===== src/logic/mul_ctrl_pkg.sv =====
package mul_ctrl_pkg;

    ////////////////////////////////////////////////////////////
    // Arithmetic mode
    ////////////////////////////////////////////////////////////

    // Chosen per operand pair
    typedef enum logic {
        MODE_EXACT  = 1'b0,
        MODE_APPROX = 1'b1     // low field product left out
    } mul_mode_e;

    ////////////////////////////////////////////////////////////
    // Pipeline control
    ////////////////////////////////////////////////////////////

    // Rides beside the data from stage to stage
    typedef struct packed {
        logic      valid;
        mul_mode_e mode;
        // Set when the final product is negative
        logic      sign;
    } stage_ctrl_t;

endpackage


===== src/logic/mul_data_pkg.sv =====
package mul_data_pkg;

    ////////////////////////////////////////////////////////////
    // Field layout
    ////////////////////////////////////////////////////////////

    localparam int FIELD_CNT   = 3;
    localparam int FIELD_BUF_W = 3;                // widest field held
    localparam int PROD_W      = 2 * FIELD_BUF_W;
    localparam int ROW_W       = 8;

    // Width of field k, low field first
    function automatic int field_width(input int lo_w, input int k);
        int rest;
        rest = 7 - lo_w;
        case (k)
            0:       return lo_w;
            1:       return rest / 2;
            default: return rest - rest / 2;
        endcase
    endfunction

    // Bit position of field k inside the 7-bit magnitude
    function automatic int field_offset(input int lo_w, input int k);
        case (k)
            0:       return 0;
            1:       return lo_w;
            default: return lo_w + field_width(lo_w, 1);
        endcase
    endfunction

    ////////////////////////////////////////////////////////////
    // Operands
    ////////////////////////////////////////////////////////////

    typedef struct packed {
        logic       sgn;
        logic [6:0] low;
    } operand_fields_t;

    // One byte, seen as raw bits, signed value or sign plus low bits
    typedef union packed {
        logic [7:0]        raw;
        logic signed [7:0] sval;
        operand_fields_t   f;
    } operand_u;

    typedef struct packed {
        operand_u a;
        operand_u b;
    } operand_pair_t;

    // Magnitudes run 0 to 128, so bit 7 only ever marks 128
    typedef struct packed {
        logic [7:0] mag_a;
        logic [7:0] mag_b;
        logic       sign;
    } mag_pair_t;

    ////////////////////////////////////////////////////////////
    // Partial products and result
    ////////////////////////////////////////////////////////////

    typedef logic [PROD_W-1:0] field_prod_t;

    // prod[i][j] is field i of a times field j of b
    // Row bit 7 flags the 128 case, bits 6:0 hold the gated row
    typedef struct packed {
        field_prod_t [FIELD_CNT-1:0][FIELD_CNT-1:0] prod;
        logic [ROW_W-1:0]                           row_a7;
        logic [ROW_W-1:0]                           row_b7;
    } field_products_t;

    typedef logic [15:0] result_t;

endpackage


===== src/logic/sign_magnitude.sv =====
module sign_magnitude (
    input  logic                        clk,
    input  logic                        rst,
    input  logic                        in_valid,
    input  mul_data_pkg::operand_pair_t operands,
    input  mul_ctrl_pkg::mul_mode_e     mode,
    output mul_data_pkg::mag_pair_t     mags,
    output mul_ctrl_pkg::stage_ctrl_t   ctrl
);

    import mul_data_pkg::*;

    ////////////////////////////////////////////////////////////
    // Magnitude and sign
    ////////////////////////////////////////////////////////////

    // Negative operands are negated as signed values
    // -128 wraps to 8'h80, which reads as 128 unsigned
    function automatic logic [7:0] magnitude(input operand_u op);
        return op.f.sgn ? 8'(-op.sval) : op.raw;
    endfunction

    mag_pair_t mags_d;

    always_comb begin
        mags_d.mag_a = magnitude(operands.a);
        mags_d.mag_b = magnitude(operands.b);
        mags_d.sign  = operands.a.f.sgn ^ operands.b.f.sgn;
    end

    ////////////////////////////////////////////////////////////
    // Stage register
    ////////////////////////////////////////////////////////////

    always_ff @(posedge clk) begin
        mags      <= mags_d;
        ctrl.mode <= mode;
        ctrl.sign <= mags_d.sign;
        if (rst) begin
            ctrl.valid <= 1'b0;
        end else begin
            ctrl.valid <= in_valid;
        end
    end

    // Later stages only cover 0..128 with the bit-7 rows
    mag_in_range: assert property (
        @(posedge clk) disable iff (rst)
        ctrl.valid |-> (mags.mag_a <= 8'd128) && (mags.mag_b <= 8'd128)
    ) else $error("magnitude out of range a=%h b=%h", mags.mag_a, mags.mag_b);

endmodule


===== src/logic/field_product_array.sv =====
module field_product_array #(
    parameter int FIELD_LO_W = 3
) (
    input  logic                          clk,
    input  logic                          rst,
    input  mul_data_pkg::mag_pair_t       mags,
    input  mul_ctrl_pkg::stage_ctrl_t     ctrl_in,
    output mul_data_pkg::field_products_t fields,
    output mul_ctrl_pkg::stage_ctrl_t     ctrl_out
);

    import mul_data_pkg::*;
    import mul_ctrl_pkg::*;

    // All three fields must fit the 3-bit field buffers
    if (FIELD_LO_W < 1 || FIELD_LO_W > FIELD_BUF_W) begin : g_bad_width
        $error("FIELD_LO_W must lie in 1..%0d", FIELD_BUF_W);
    end

    logic [FIELD_CNT-1:0][FIELD_BUF_W-1:0]      fa;
    logic [FIELD_CNT-1:0][FIELD_BUF_W-1:0]      fb;
    field_prod_t [FIELD_CNT-1:0][FIELD_CNT-1:0] prod_d;

    ////////////////////////////////////////////////////////////
    // Field split of bits 6:0
    ////////////////////////////////////////////////////////////

    for (genvar k = 0; k < FIELD_CNT; k++) begin : g_split
        localparam int         OFF  = field_offset(FIELD_LO_W, k);
        localparam int         W    = field_width(FIELD_LO_W, k);
        localparam logic [6:0] MASK = 7'((1 << W) - 1);

        assign fa[k] = FIELD_BUF_W'((mags.mag_a[6:0] >> OFF) & MASK);
        assign fb[k] = FIELD_BUF_W'((mags.mag_b[6:0] >> OFF) & MASK);
    end

    ////////////////////////////////////////////////////////////
    // Nine cross products
    ////////////////////////////////////////////////////////////

    for (genvar i = 0; i < FIELD_CNT; i++) begin : g_row
        for (genvar j = 0; j < FIELD_CNT; j++) begin : g_col
            field_prod_t pp;

            // AND array with one shifted row per bit of the b field
            always_comb begin
                pp = '0;
                for (int k = 0; k < FIELD_BUF_W; k++) begin
                    pp += field_prod_t'(fa[i] & {FIELD_BUF_W{fb[j][k]}}) << k;
                end
            end

            if (i == 0 && j == 0) begin : g_low
                // Approximate mode drops the low-by-low term
                assign prod_d[i][j] = (ctrl_in.mode == MODE_APPROX) ? '0 : pp;
            end else begin : g_keep
                assign prod_d[i][j] = pp;
            end
        end
    end

    ////////////////////////////////////////////////////////////
    // Stage register
    ////////////////////////////////////////////////////////////

    always_ff @(posedge clk) begin
        fields.prod <= prod_d;
        // Bit-7 rows hold the other low seven bits gated by bit 7
        fields.row_a7 <= {mags.mag_a[7], mags.mag_b[6:0] & {7{mags.mag_a[7]}}};
        fields.row_b7 <= {mags.mag_b[7], mags.mag_a[6:0] & {7{mags.mag_b[7]}}};
        ctrl_out.mode <= ctrl_in.mode;
        ctrl_out.sign <= ctrl_in.sign;
        if (rst) begin
            ctrl_out.valid <= 1'b0;
        end else begin
            ctrl_out.valid <= ctrl_in.valid;
        end
    end

endmodule


===== src/logic/product_accumulator.sv =====
module product_accumulator #(
    parameter int FIELD_LO_W = 3
) (
    input  logic                          clk,
    input  logic                          rst,
    input  mul_data_pkg::field_products_t fields,
    input  mul_ctrl_pkg::stage_ctrl_t     ctrl_in,
    output mul_data_pkg::result_t         product,
    output logic                          out_valid
);

    import mul_data_pkg::*;

    localparam int NUM_TERMS = FIELD_CNT * FIELD_CNT;

    result_t [NUM_TERMS-1:0] terms;
    result_t                 row_sum;
    result_t                 sum;

    ////////////////////////////////////////////////////////////
    // Alignment
    ////////////////////////////////////////////////////////////

    // Each product sits at the sum of its two field offsets
    for (genvar i = 0; i < FIELD_CNT; i++) begin : g_row
        for (genvar j = 0; j < FIELD_CNT; j++) begin : g_col
            localparam int SHIFT = field_offset(FIELD_LO_W, i)
                                 + field_offset(FIELD_LO_W, j);

            assign terms[i*FIELD_CNT + j] = result_t'(fields.prod[i][j]) << SHIFT;
        end
    end

    // Bit-7 rows both weigh 2^7
    always_comb begin
        row_sum = (result_t'(fields.row_a7[6:0]) << 7)
                + (result_t'(fields.row_b7[6:0]) << 7);
        // 128 times 128
        if (fields.row_a7[7] && fields.row_b7[7]) begin
            row_sum += result_t'(1) << 14;
        end
    end

    ////////////////////////////////////////////////////////////
    // Sum of magnitudes
    ////////////////////////////////////////////////////////////

    always_comb begin
        sum = row_sum;
        for (int t = 0; t < NUM_TERMS; t++) begin
            sum += terms[t];
        end
    end

    ////////////////////////////////////////////////////////////
    // Stage register, sign applied last
    ////////////////////////////////////////////////////////////

    always_ff @(posedge clk) begin
        product <= ctrl_in.sign ? -sum : sum;
        if (rst) begin
            out_valid <= 1'b0;
        end else begin
            out_valid <= ctrl_in.valid;
        end
    end

    // Valid chain must be clean once reset has flushed the pipe
    valid_known: assert property (
        @(posedge clk) disable iff (rst)
        !$isunknown(out_valid)
    ) else $error("out_valid unknown after reset");

endmodule


===== src/logic/mul_top.sv =====
module mul_top #(
    parameter int FIELD_LO_W = 3
) (
    input  logic                        clk,
    input  logic                        rst,
    input  logic                        in_valid,
    input  mul_data_pkg::operand_pair_t operands,
    input  mul_ctrl_pkg::mul_mode_e     mode,
    output mul_data_pkg::result_t       product,
    output logic                        out_valid
);

    import mul_data_pkg::*;
    import mul_ctrl_pkg::*;

    ////////////////////////////////////////////////////////////
    // Stage links
    ////////////////////////////////////////////////////////////

    mag_pair_t       mags;
    stage_ctrl_t     ctrl_s1;
    field_products_t fields;
    stage_ctrl_t     ctrl_s2;

    ////////////////////////////////////////////////////////////
    // Three-stage pipeline, one cycle each
    ////////////////////////////////////////////////////////////

    // Stage 1, operands to magnitudes
    sign_magnitude u_sign_magnitude (
        .clk      (clk),
        .rst      (rst),
        .in_valid (in_valid),
        .operands (operands),
        .mode     (mode),
        .mags     (mags),
        .ctrl     (ctrl_s1)
    );

    // Stage 2, field products and bit-7 rows
    field_product_array #(
        .FIELD_LO_W (FIELD_LO_W)
    ) u_field_product_array (
        .clk      (clk),
        .rst      (rst),
        .mags     (mags),
        .ctrl_in  (ctrl_s1),
        .fields   (fields),
        .ctrl_out (ctrl_s2)
    );

    // Stage 3, weighted sum and sign
    product_accumulator #(
        .FIELD_LO_W (FIELD_LO_W)
    ) u_product_accumulator (
        .clk       (clk),
        .rst       (rst),
        .fields    (fields),
        .ctrl_in   (ctrl_s2),
        .product   (product),
        .out_valid (out_valid)
    );

endmodule


===== config.mk =====
export PLATFORM = sky130hd
export DESIGN_NAME = mul_top
export DESIGN_NICKNAME = d
export VERILOG_FILES = /design/src/logic/mul_ctrl_pkg.sv /design/src/logic/mul_data_pkg.sv /design/src/logic/sign_magnitude.sv /design/src/logic/field_product_array.sv /design/src/logic/product_accumulator.sv /design/src/logic/mul_top.sv
export SDC_FILE = /design/constraint.sdc
export NUM_CORES = 1
export LEC_CHECK = 0
export ABC_AREA = 1
export BUFFER_PORTS_ARGS = -buffer_cell sky130_fd_sc_hd__buf_2
export CAP_MARGIN = 20
export CORE_MARGIN = 4
export CORE_UTILIZATION = 55
export DETAILED_ROUTE_END_ITERATION = 7
export GPL_TIMING_DRIVEN = 0
export PLACE_DENSITY = 0.73
export SLEW_MARGIN = 20
export SYNTH_ARGS = -nofsm -noshare
export SYNTH_HDL_FRONTEND = slang
export SYNTH_HIERARCHICAL = 1
export SYNTH_SLANG_ARGS = --single-unit
export TNS_END_PERCENT = 5

===== constraint.sdc =====
create_clock -name clk -period 8.2 [get_ports clk]
set_clock_uncertainty 0.15 [all_clocks]
set_input_delay 1.64 -clock clk [delete_from_list [all_inputs] [get_ports clk]]
set_output_delay 1.64 -clock clk [all_outputs]
set_load 0.02 [all_outputs]

==> impl_metrics.yaml <==
clock_tree:
  cts-root-buf: "clkbuf_8"
  post_cts.repair.setup_buffers: 0
  ctsResizeCount: 0
  cts_hold_buf: 0
  clk_pin_slew_worst_paths_ns: 0.10
  clk_latency_ns: 0.36
  cts_tree: "built"
  clock_sinks: 96
  htreeDepth: 3
  numCtsBuffers: 9
  clk_path_buf_depth: 2
sta:
  fmax_ghz: 0.2089
  setup_violations: 0
  layout_min_cycle_time_ns: 4.787
  rsz0062_at_grt: "no"
  hold_viol: 0
  slew_viol_final: 0
  period_share: 0.5838
  fin_tns_setup_ns: 0
setup_path:
  crit_path_end_kind: "register"
  crit_arrival_ns: 4.90
  startpoint: "u_field_product_array/fields[0]"
  cp_data_required_time_ns: 8.31
  crit_fanout: 5
  critical_path_class: "register to register"
  crit_path_start_kind: "register"
  rr_startpoint: "u_field_product_array/fields[0]"
floorplan:
  num_rows: 37
  die_x_um: 111.0
  pin_count: 37
  initial_core_util: 0.5650
  die_y_um: 111.0
  coreArea_um2: 10320
  die-area_um2: 12320
detailed_routing:
  viasPerCell: 4.590
  route.detailed.wl_per_inst_um: 10.97
  num_vias: 4140
  drt_wl_total_um: 9894
  ant_nets: 0
  drt_iter0_drc: 164
  drc_errors: 0
  drt_first_pass_iters: 4
finish:
  area_delta_synth_final_pct: 9.910
  diodes: 0
  fin_nets: 881
  fill_cells: 890
  layout-drive-gt1-share: 0.1371
global_routing:
  grt_max_degree: 19
  antenna_found_initial: 0
  grt_use_total: 0.1696
  grt_pass1_wl_um: 17340
  overflow: 0
  grt_pass1_vias: 4189
placed_design:
  port_buffers: 36
  place_congestion: 0.8307
  dpl.hpwl_um: 8189
yosys:
  ys_warn_count: 6
  synthCells: 703
  synth_area_per_cell_um2: 8.297
  mappedNetlistArea_um2: 5833
pwr:
  power.density_nw_per_um2: 247.5
  power_leakage_nw: 3.853
  ir_drop_uv: 162.7
  power_mw: 1.587
hold_path:
  holdCritStartpoint: "u_field_product_array/fields[16]"
  hold_class: "register to register"
job:
  max_cap_violations: 0
outcome:
  status: "completed"
## flip-flops by register name, summed over array words and instances (netlist names)
name	count
u_field_product_array/fields	58
u_product_accumulator/product	16
u_product_accumulator/out_valid	1
u_field_product_array/ctrl_out	2
u_sign_magnitude/mags	16
u_sign_magnitude/ctrl	3
## per-layer routing
metal,GRT usage,routed length (µm),vias to the layer above
li1,-,-,2142
met2,0.3087,5097,61
met1,0.1965,4267,1921
met4,0.06322,149,0
met3,0.03275,379,16
met5,0,0,-
## placed cells by master (no fill, tap or decap), drive strengths merged
cell / count
a21oi: 15
a31oi: 1
buf: 65
clkbuf: 9
clkinv: 3
conb: 12
dfxtp: 96
fa: 42
ha: 58
inv: 190
nand2: 164
nand2b: 1
nand3: 29
nand3b: 3
nand4: 4
nor2: 37
o211ai: 1
o21ai: 10
o31ai: 1
xnor2: 10
xor2: 15
## metrics by stage
stage	hold slack [ns]	cell area, µm²	worst slack (ns)	util	std cells
after floorplan	0.1596	5874	3.731	-	714
after global placement	0.2080	6225	3.505	0.6030	886
after detailed placement	0.2122	6225	3.417	0.6030	886
after CTS	0.2263	6411	3.405	0.6210	902
after global routing	0.2359	6411	3.106	0.6210	902
final	0.2219	6411	3.413	0.6210	902
## critical path, cell delays in order (launching register included)
cell and delay (ns):
dfxtp_1 0.32, ha_1 0.22, fa_1 0.41, xor2_1 0.23
fa_1 0.47, fa_1 0.49, inv_1 0.05, fa_1 0.53
inv_1 0.05, fa_1 0.47, ha_1 0.38, nand2_1 0.09
inv_2 0.06, nand2_1 0.06, nand2_1 0.11, nand2_1 0.07
nand2_1 0.13, nand3_1 0.11, nor2_1 0.10, nand2_1 0.07
nand3b_1 0.08, nand2_1 0.05
## final cells by class
| type | count | area (µm²) | area share |
|---|---|---|---|
| Clock buffer | 9 | 123.9 | 0.01932 |
| Clock inverter | 7 | 62.56 | 0.009758 |
| Multi-Input combinational cell | 403 | 3033 | 0.4731 |
| Buffer | 29 | 221.5 | 0.03454 |
| Inverter | 186 | 698.2 | 0.1089 |
| Sequential cell | 96 | 1922 | 0.2998 |
| Tap cell | 136 | 170.2 | 0.02654 |
| Timing Repair Buffer | 36 | 180.2 | 0.02810 |
## power by group
group | leakage, nW | total [mW] | internal (mW) | switching, mW
combinational | 2.96 | 0.739 | 0.283 | 0.456
sequential | 0.795 | 0.554 | 0.536 | 0.0182
clock | 0.0980 | 0.294 | 0.117 | 0.176
## worst paths after layout
| check | endpoint | slack [ns] | depth (start not counted) |
|---|---|---|---|
| setup / recovery | u_product_accumulator/product[14] | 3.41 | 21 |
| hold / removal | u_product_accumulator/product[0] | 0.22 | 0 |
| setup reg to reg | u_product_accumulator/product[14] | 3.41 | 21 |
| hold reg to reg | u_product_accumulator/product[0] | 0.22 | 0 |
Note: power is estimated with default switching activity, not from simulation.
